`config.mk`:
```
export PLATFORM = sky130hd
export DESIGN_NAME = instrFetchTop
export DESIGN_NICKNAME = d
export VERILOG_FILES = /design/src/hdl/fetchPkg.sv /design/src/hdl/decodeStage.sv /design/src/hdl/fetchStage.sv /design/src/hdl/instrFetchTop.sv /design/src/hdl/instructionMemory.sv /design/src/hdl/programCounter.sv
export SDC_FILE = /design/constraint.sdc
export NUM_CORES = 1
export LEC_CHECK = 0
export ABC_AREA = 1
export BUFFER_PORTS_ARGS = -buffer_cell sky130_fd_sc_hd__buf_2
export CAP_MARGIN = 20
export CORE_UTILIZATION = 50
export DETAILED_ROUTE_END_ITERATION = 10
export PLACE_DENSITY = 0.74
export RECOVER_POWER = 25
export SYNTH_ARGS = -nofsm -noshare
export SYNTH_HDL_FRONTEND = slang
export SYNTH_SLANG_ARGS = --single-unit
```
`constraint.sdc`:
```
create_clock -name i_clock -period 7.4 [get_ports i_clock]
set_input_delay 1.11 -clock i_clock [delete_from_list [all_inputs] [get_ports i_clock]]
set_output_delay 1.11 -clock i_clock [all_outputs]
set_load 0.02 [all_outputs]
```
`src/hdl/fetchPkg.sv`:
```
package fetchPkg;

    // byte address and raw instruction word
    typedef logic [31:0] addr_t;
    typedef logic [31:0] instrWord_t;

    // mips field widths
    typedef logic [5:0] opcode_t;
    typedef logic [4:0] regIdx_t;
    typedef logic [5:0] funct_t;
    typedef logic [4:0] shamt_t;

    // wishbone classic, master to slave
    typedef struct packed {
        logic  cyc;
        logic  stb;
        logic  we;
        addr_t adr;
    } wbReq_t;

    // wishbone classic, slave to master
    typedef struct packed {
        logic       ack;
        logic       err;
        instrWord_t dat;
    } wbRsp_t;

    // IF/ID register content
    typedef struct packed {
        addr_t      pc;
        instrWord_t instr;
        logic       fault;
    } fetchItem_t;

    // decode output register content
    typedef struct packed {
        addr_t      pc;
        opcode_t    opcode;
        regIdx_t    rs;
        regIdx_t    rt;
        regIdx_t    rd;
        shamt_t     shamt;
        funct_t     funct;
        instrWord_t immExt;
        logic       fault;
    } decodedInstr_t;

    // program rom contents, word a holds entry a mod 4
    localparam instrWord_t [0:3] INIT_PATTERN = '{
        32'hCCDDEEFF,
        32'h11223344,
        32'hAABBCCDD,
        32'h55667788
    };

endpackage

```
`src/hdl/decodeStage.sv`:
```
`timescale 1ns/1ps

module decodeStage (
    input  logic                    i_clock,
    input  logic                    i_reset,
    // from IF/ID
    input  fetchPkg::fetchItem_t    i_item,
    input  logic                    i_itemValid,
    output logic                    o_itemReady,
    input  logic                    i_redirect,
    // consumer side
    output fetchPkg::decodedInstr_t o_decoded,
    output logic                    o_valid,
    input  logic                    i_ready
);

    fetchPkg::instrWord_t    word;
    fetchPkg::decodedInstr_t dec;
    fetchPkg::decodedInstr_t outR;
    logic                    validR;
    logic                    accept;

    // output empty or being emptied, never during a flush
    assign o_itemReady = (!validR || i_ready) && !i_redirect;
    assign accept      = i_itemValid && o_itemReady;

    always_comb begin
        // faulted items decode as a zero word
        word       = i_item.fault ? '0 : i_item.instr;
        dec.pc     = i_item.pc;
        dec.opcode = word[31:26];
        dec.rs     = word[25:21];
        dec.rt     = word[20:16];
        dec.rd     = word[15:11];
        dec.shamt  = word[10:6];
        dec.funct  = word[5:0];
        // sign extend from bit 15
        dec.immExt = {{16{word[15]}}, word[15:0]};
        dec.fault  = i_item.fault;
    end

    always_ff @(posedge i_clock) begin
        if (i_reset) begin
            validR <= 1'b0;
        end else if (accept) begin
            validR <= 1'b1;
        end else if (i_ready) begin
            validR <= 1'b0;
        end
    end

    // held still while the consumer stalls
    always_ff @(posedge i_clock) begin
        if (accept) begin
            outR <= dec;
        end
    end

    assign o_decoded = outR;
    assign o_valid   = validR;

endmodule

```
`src/hdl/fetchStage.sv`:
```
`timescale 1ns/1ps

module fetchStage (
    input  logic                 i_clock,
    input  logic                 i_reset,
    // pc handshake
    input  fetchPkg::addr_t      i_pc,
    output logic                 o_takePc,
    input  logic                 i_redirect,
    // wishbone master
    output fetchPkg::wbReq_t     o_wbReq,
    input  fetchPkg::wbRsp_t     i_wbRsp,
    // IF/ID towards decode
    output fetchPkg::fetchItem_t o_item,
    output logic                 o_itemValid,
    input  logic                 i_itemReady
);

    // IDLE no bus cycle and IF/ID empty
    // BUS strobe out, waiting on ack or err
    // DRAIN IF/ID full, next cycle held back
    typedef enum logic [1:0] {IDLE, BUS, DRAIN} state_t;

    state_t               state;
    state_t               stateNext;
    logic                 cycR;
    logic                 stbR;
    fetchPkg::addr_t      adrR;
    fetchPkg::fetchItem_t itemR;
    logic                 itemValidR;
    logic                 squashR;
    logic                 answer;
    logic                 capture;
    logic                 idFree;
    logic                 startBus;

    always_comb begin
        answer  = (state == BUS) && (i_wbRsp.ack || i_wbRsp.err);
        // squashed cycles are dropped when they answer
        capture = answer && !squashR && !i_redirect;
        // IF/ID empty after this edge
        idFree  = !itemValidR || i_itemReady;
        if (state == BUS) begin
            // back to back only if the captured word is sure to move on next edge
            startBus = answer && (capture ? (!itemValidR && i_itemReady) : idFree);
        end else begin
            startBus = idFree;
        end
        // pc is loading the target this cycle
        startBus = startBus && !i_redirect;
    end

    always_comb begin
        stateNext = state;
        case (state)
            IDLE: begin
                if (startBus) stateNext = BUS;
            end
            BUS: begin
                if (answer) begin
                    if (startBus) stateNext = BUS;
                    else if (capture) stateNext = DRAIN;
                    else stateNext = IDLE;
                end
            end
            DRAIN: begin
                if (startBus) stateNext = BUS;
                else if (i_redirect) stateNext = IDLE;
            end
            default: stateNext = IDLE;
        endcase
    end

    always_ff @(posedge i_clock) begin
        if (i_reset) begin
            state      <= IDLE;
            cycR       <= 1'b0;
            stbR       <= 1'b0;
            squashR    <= 1'b0;
            itemValidR <= 1'b0;
        end else begin
            state <= stateNext;
            // strobe held until the answer edge
            if (startBus) begin
                cycR <= 1'b1;
                stbR <= 1'b1;
            end else if (answer) begin
                cycR <= 1'b0;
                stbR <= 1'b0;
            end
            if (answer) begin
                squashR <= 1'b0;
            end else if (i_redirect && state == BUS) begin
                squashR <= 1'b1;
            end
            // flush on redirect
            if (i_redirect) begin
                itemValidR <= 1'b0;
            end else if (capture) begin
                itemValidR <= 1'b1;
            end else if (i_itemReady) begin
                itemValidR <= 1'b0;
            end
        end
    end

    always_ff @(posedge i_clock) begin
        if (startBus) begin
            adrR <= i_pc;
        end
        // adr doubles as the pc of the cycle
        if (capture) begin
            itemR.pc    <= adrR;
            itemR.instr <= i_wbRsp.dat;
            itemR.fault <= i_wbRsp.err;
        end
    end

    always_comb begin
        o_wbReq.cyc = cycR;
        o_wbReq.stb = stbR;
        o_wbReq.we  = 1'b0;
        o_wbReq.adr = adrR;
    end

    assign o_takePc    = startBus;
    assign o_item      = itemR;
    assign o_itemValid = itemValidR;

endmodule

```
`src/hdl/instrFetchTop.sv`:
```
`timescale 1ns/1ps

module instrFetchTop #(
    parameter int              RAM_DEPTH = 64,
    parameter fetchPkg::addr_t RESET_PC  = 32'h0
) (
    input  logic                    i_clock,
    input  logic                    i_reset,
    input  logic                    i_redirect,
    input  fetchPkg::addr_t         i_redirectPc,
    input  logic                    i_ready,
    output logic                    o_valid,
    output fetchPkg::decodedInstr_t o_decoded
);

    fetchPkg::addr_t      pc;
    logic                 takePc;
    fetchPkg::wbReq_t     wbReq;
    fetchPkg::wbRsp_t     wbRsp;
    fetchPkg::fetchItem_t item;
    logic                 itemValid;
    logic                 itemReady;

    // next fetch address
    programCounter #(
        .RESET_PC(RESET_PC)
    ) u_pc (
        .i_clock     (i_clock),
        .i_reset     (i_reset),
        .i_redirect  (i_redirect),
        .i_redirectPc(i_redirectPc),
        .i_takePc    (takePc),
        .o_pc        (pc)
    );

    // bus master and IF/ID
    fetchStage u_fetch (
        .i_clock    (i_clock),
        .i_reset    (i_reset),
        .i_pc       (pc),
        .o_takePc   (takePc),
        .i_redirect (i_redirect),
        .o_wbReq    (wbReq),
        .i_wbRsp    (wbRsp),
        .o_item     (item),
        .o_itemValid(itemValid),
        .i_itemReady(itemReady)
    );

    // program rom as the bus slave
    instructionMemory #(
        .RAM_DEPTH(RAM_DEPTH)
    ) u_imem (
        .i_clock(i_clock),
        .i_reset(i_reset),
        .i_wbReq(wbReq),
        .o_wbRsp(wbRsp)
    );

    // field split and output register
    decodeStage u_decode (
        .i_clock    (i_clock),
        .i_reset    (i_reset),
        .i_item     (item),
        .i_itemValid(itemValid),
        .o_itemReady(itemReady),
        .i_redirect (i_redirect),
        .o_decoded  (o_decoded),
        .o_valid    (o_valid),
        .i_ready    (i_ready)
    );

endmodule

```
`src/hdl/instructionMemory.sv`:
```
`timescale 1ns/1ps

module instructionMemory #(
    parameter int RAM_DEPTH = 64
) (
    input  logic             i_clock,
    input  logic             i_reset,
    // wishbone classic slave port, read only
    input  fetchPkg::wbReq_t i_wbReq,
    output fetchPkg::wbRsp_t o_wbRsp
);

    localparam int ADDR_W = $clog2(RAM_DEPTH);

    fetchPkg::instrWord_t mem [RAM_DEPTH];

    logic [29:0]          wordIdx;
    logic [ADDR_W-1:0]    memIdx;
    logic                 inRange;
    logic                 accept;
    logic                 ackR;
    logic                 errR;
    fetchPkg::instrWord_t datR;

    // word index from bit 2 upward
    assign wordIdx = i_wbReq.adr[31:2];
    assign memIdx  = wordIdx[ADDR_W-1:0];
    assign inRange = wordIdx < RAM_DEPTH;

    // new strobe only, the cycle after an answer still shows the old one
    assign accept = i_wbReq.cyc && i_wbReq.stb && !(ackR || errR);

    // pattern fill on reset, repeats every four words
    always_ff @(posedge i_clock) begin
        if (i_reset) begin
            for (int i = 0; i < RAM_DEPTH; i++) begin
                mem[i] <= fetchPkg::INIT_PATTERN[i % 4];
            end
        end
    end

    // registered read
    always_ff @(posedge i_clock) begin
        if (accept) begin
            // out of range reads back as zero
            datR <= inRange ? mem[memIdx] : '0;
        end
    end

    // one answer per strobe, a cycle after it is seen
    always_ff @(posedge i_clock) begin
        if (i_reset) begin
            ackR <= 1'b0;
            errR <= 1'b0;
        end else begin
            ackR <= accept && inRange;
            errR <= accept && !inRange;
        end
    end

    always_comb begin
        o_wbRsp.ack = ackR;
        o_wbRsp.err = errR;
        o_wbRsp.dat = datR;
    end

endmodule

```
`src/hdl/programCounter.sv`:
```
`timescale 1ns/1ps

module programCounter #(
    parameter fetchPkg::addr_t RESET_PC = 32'h0
) (
    input  logic            i_clock,
    input  logic            i_reset,
    // branch redirect from outside
    input  logic            i_redirect,
    input  fetchPkg::addr_t i_redirectPc,
    // fetch stage starts a bus cycle with o_pc
    input  logic            i_takePc,
    output fetchPkg::addr_t o_pc
);

    fetchPkg::addr_t pcR;
    fetchPkg::addr_t pcNext;
    fetchPkg::addr_t redirectAligned;

    // target forced to a word boundary
    assign redirectAligned = {i_redirectPc[31:2], 2'b00};

    always_comb begin
        pcNext = pcR;
        // redirect wins over the sequential step
        if (i_redirect) begin
            pcNext = redirectAligned;
        end else if (i_takePc) begin
            pcNext = pcR + 32'd4;
        end
    end

    always_ff @(posedge i_clock) begin
        if (i_reset) begin
            pcR <= RESET_PC;
        end else begin
            pcR <= pcNext;
        end
    end

    // fetch stage latches this on takePc
    assign o_pc = pcR;

endmodule

```
==> results_dict.tcl <==
set metrics [dict create \
    outcome "completed" \
    hpwl_mm 8.80 \
    multi_input_area_um2 1810 \
    synth-adder-area-share 0.00910 \
    post-cts-setup-buffers 0 \
    postRouteAntennaNets 0 \
    min_to "u_decode.o_decoded[92]$_DFFE_PP_" \
    crit_chain "buf_2, buf_4, inv_2, nand2_1, nand2_1, nand2_1, nand2_2, nand2_2, nor2_2, buf_4, o21ai_0, a21oi_1" \
    dieArea_um2 14200 \
    maxCapViolCount 0 \
    crit_top_cell "nand2_1" \
    start_util 0.515 \
    r2r_slack_ns 4.95 \
    yosys.area_share.simple 0.208 \
    rr_worst_depth 11 \
    cp-end-kind "register" \
    synth.area.mux_share 0 \
    final_cell_mix "nand2_1, buf_2, edfxtp_1" \
    yosys_warnings 0 \
    ys_types 30 \
    nets 814 \
    cp.buffers_inverters 4 \
    core_um2 13300 \
    numCtsBuffers 17 \
    synth_compound_area_frac 0.0329 \
    r2r_start "u_fetch.state[1]$_SDFFE_PP0P_" \
    p_comb_frac 0.051 \
    dr_total_vias 4732 \
    critPathMaxStageDelay_ns 0.62 \
    cts_sinks 157 \
    fillers 1144 \
    synth-xor-area-share 0.0102 \
    layout_commonest_cell "nand2_1" \
    ir_worst_vdd_mv 0.143 \
    ys_seq_area_frac 0.630 \
    gr-total-overflow 0 \
    clock_power_share 0.423 \
    rsz0062_at_grt "false" \
    grt_pass1_wl_mm 20.6 \
    grt_max_degree 41 \
    crit_family "simple AND/OR/NAND/NOR gates" \
    holdCritPathClass "reg -> reg" \
    crit_type "in -> reg" \
    synth_seq_cells 157 \
    setup_tns_ns 0 \
    power_mw 1.92 \
    place_congestion 0.890 \
    cts_tree "built" \
    avgSynthCellArea_um2 9.94 \
    r2r-end "u_fetch.state[0]$_SDFFE_PP0P_" \
    h-tree-depth 4 \
    io_buffers 129 \
    grt_pass1_vias 4478 \
    rows 42 \
    worst_clock_skew_ns 0.00910 \
    cts-resized-gates 0 \
    crit_required_ns 7.73 \
    synthCells 692 \
    powerDensity_nw_per_um2 245 \
    fp.dieH_um 119 \
    ios 134 \
    area.growth.synth_to_final_pct 14.2 \
    track_usage 0.188 \
    hold_buffers 0 \
    final_layout_size_suffix_gt1_frac 0.230 \
    dpl_cell_area_um2 7270 \
    drtIter0Drc 265 \
    final_cell_area_um2 7850 \
    ff_latch_area_um2 4330 \
    clkTransAtPathRegs_ns 0.06 \
    power.share.switching 0.215 \
    insertion_delay_ns 0.42 \
    die_w_um 119 \
    cts.path.max_buffers 2 \
    firstDrtPassIters 6 \
    seqPwrFrac 0.527 \
    routed_wl_mm 12.5 \
    vias_per_cell 4.92 \
    synth_top_family_by_area "simple AND/OR/NAND/NOR gates" \
    hold_depth 0 \
    critPathMaxFanout 40 \
    drv_slew 0 \
    setup_viol 0 \
    wl_per_cell_um 13.0 \
    internal_power_mw 1.51 \
    period_minus_slack_ns 3.50 \
    worst_pin_slew_ns 0.798 \
    worstSetupStartpointType "input pin" \
    power.leakage_nw 3.20 \
    syn-cell-area_um2 6880 \
    critPathSlowestCell "nor2_2" \
    switchingPower_mw 0.413 \
    antenna_found_initial 0 \
    finalHoldViolCount 0 \
    slew_headroom 0.468 \
    crit_arrival_ns 3.83 \
    antenna_cells 0 \
    post-route-period-util 0.473 \
    hp-start "u_fetch.o_item[60]$_DFFE_PN_" \
    max_freq_mhz 286 \
    drc 0 \
    cts_root_buf "clkbuf_16" \
]
[cells in the mapped netlist, drive strengths merged]
| master | n | area share |
|---|---|---|
| edfxtp | 119 | 0.52 |
| o21ai | 25 | 0.018 |
| clkbuf | 8 | 0.0044 |
| xor2 | 2 | 0.0025 |
| nand3b | 4 | 0.0044 |
| dfxtp | 38 | 0.11 |
| ha | 5 | 0.0091 |
| and3 | 1 | 0.00091 |
| nor2 | 94 | 0.057 |
| clkinv | 1 | 0.00073 |
| xnor2 | 6 | 0.0076 |
| nand3 | 32 | 0.025 |
| nand4 | 8 | 0.0073 |
| buf | 64 | 0.070 |
| o22ai | 1 | 0.00091 |
| nand2 | 196 | 0.11 |
| conb | 1 | 0.00055 |
| nor4 | 2 | 0.0018 |
| a21oi | 19 | 0.014 |
| inv | 62 | 0.034 |
| nor3 | 4 | 0.0029 |
[cell families (layout without fill, tap and decap cells)]
kind of cell	count (synthesis)	count (layout)
other	1	2
adder cells (fa/ha/maj)	5	5
buffers and inverters	135	228
AND/OR/NAND/NOR	341	341
XOR/XNOR	8	8
AO/OA/AOI/OAI	45	45
flip-flops	157	157
[worst max-delay path by stage]
| stage | from | to | slack, ns | cells after the start |
|---|---|---|---|---|
| after floorplan | i_ready | u_decode.o_decoded[0]$_DFFE_PP_ | 3.99 | 4 |
| after global placement | i_redirect | u_fetch.adrR[21]$_DFFE_PP_ | 3.65 | 10 |
| after detailed placement | i_redirect | u_fetch.state[0]$_SDFFE_PP0P_ | 3.51 | 12 |
| after CTS | i_redirect | u_fetch.state[0]$_SDFFE_PP0P_ | 3.92 | 12 |
| after global routing | i_redirect | u_fetch.state[0]$_SDFFE_PP0P_ | 3.71 | 12 |
| final | i_redirect | u_fetch.state[0]$_SDFFE_PP0P_ | 3.90 | 12 |
[worst reg2reg max path, stage by stage, from the launching register on]
cell and delay (ns):
dfxtp_1 0.35, inv_2 0.05, nand2_2 0.08, inv_1 0.10, nand3_1 0.11, nand2_1 0.08, nand2_2 0.10, nand2_2 0.17
nor2_2 0.62, buf_4 0.37, o21ai_0 0.14, a21oi_1 0.18
[per-layer routing]
layer  share of wire  track usage  vias to the layer above
met4           0.028       0.0957                        0
li1                -            -                     2365
met3           0.053       0.0455                       27
met1            0.43        0.217                     2162
met2            0.49        0.326                      178
met5               0            0                        -
[state kept, by name, summed over array words and instances (netlist names)]
register and cells:
u_fetch.squashR 1, u_fetch.cycR 1, u_imem.ackR 1, u_imem.errR 1, u_fetch.o_itemValid 1, u_imem.datR 9, u_pc.o_pc 30, u_fetch.adrR 30
u_decode.o_decoded 40, u_decode.o_valid 1, u_fetch.o_item 40, u_fetch.state 2
[layout make-up]
cell class | instances | area share
clock buffer | 20 | 0.0556
multi-input combinational | 401 | 0.230
tap | 176 | 0.0280
inverter | 63 | 0.0303
clock inverter | 12 | 0.0155
timing repair buffer | 133 | 0.0886
sequential | 157 | 0.552
[per-stage QoR]
step	utilization	cells	worst slack (ns)	hold slack (ns)
final	0.588	962	3.90	0.417
after global routing	0.588	962	3.71	0.424
after CTS	0.586	961	3.92	0.418
after detailed placement	0.544	929	3.51	0.405
after global placement	0.544	929	3.65	0.403
after floorplan	-	693	3.99	0.400
[power by group through the flow]
stage	Combinational, mW	Sequential, mW	Clock (mW)
finish	0.0974	1.01	0.811
global route	0.112	1.02	0.859
CTS	0.0980	1.01	0.824
detailed placement	0.0965	1.03	0
global placement	0.0921	1.03	0
floorplan	0.0720	1.02	0
Note: power is estimated with default switching activity, not from simulation.
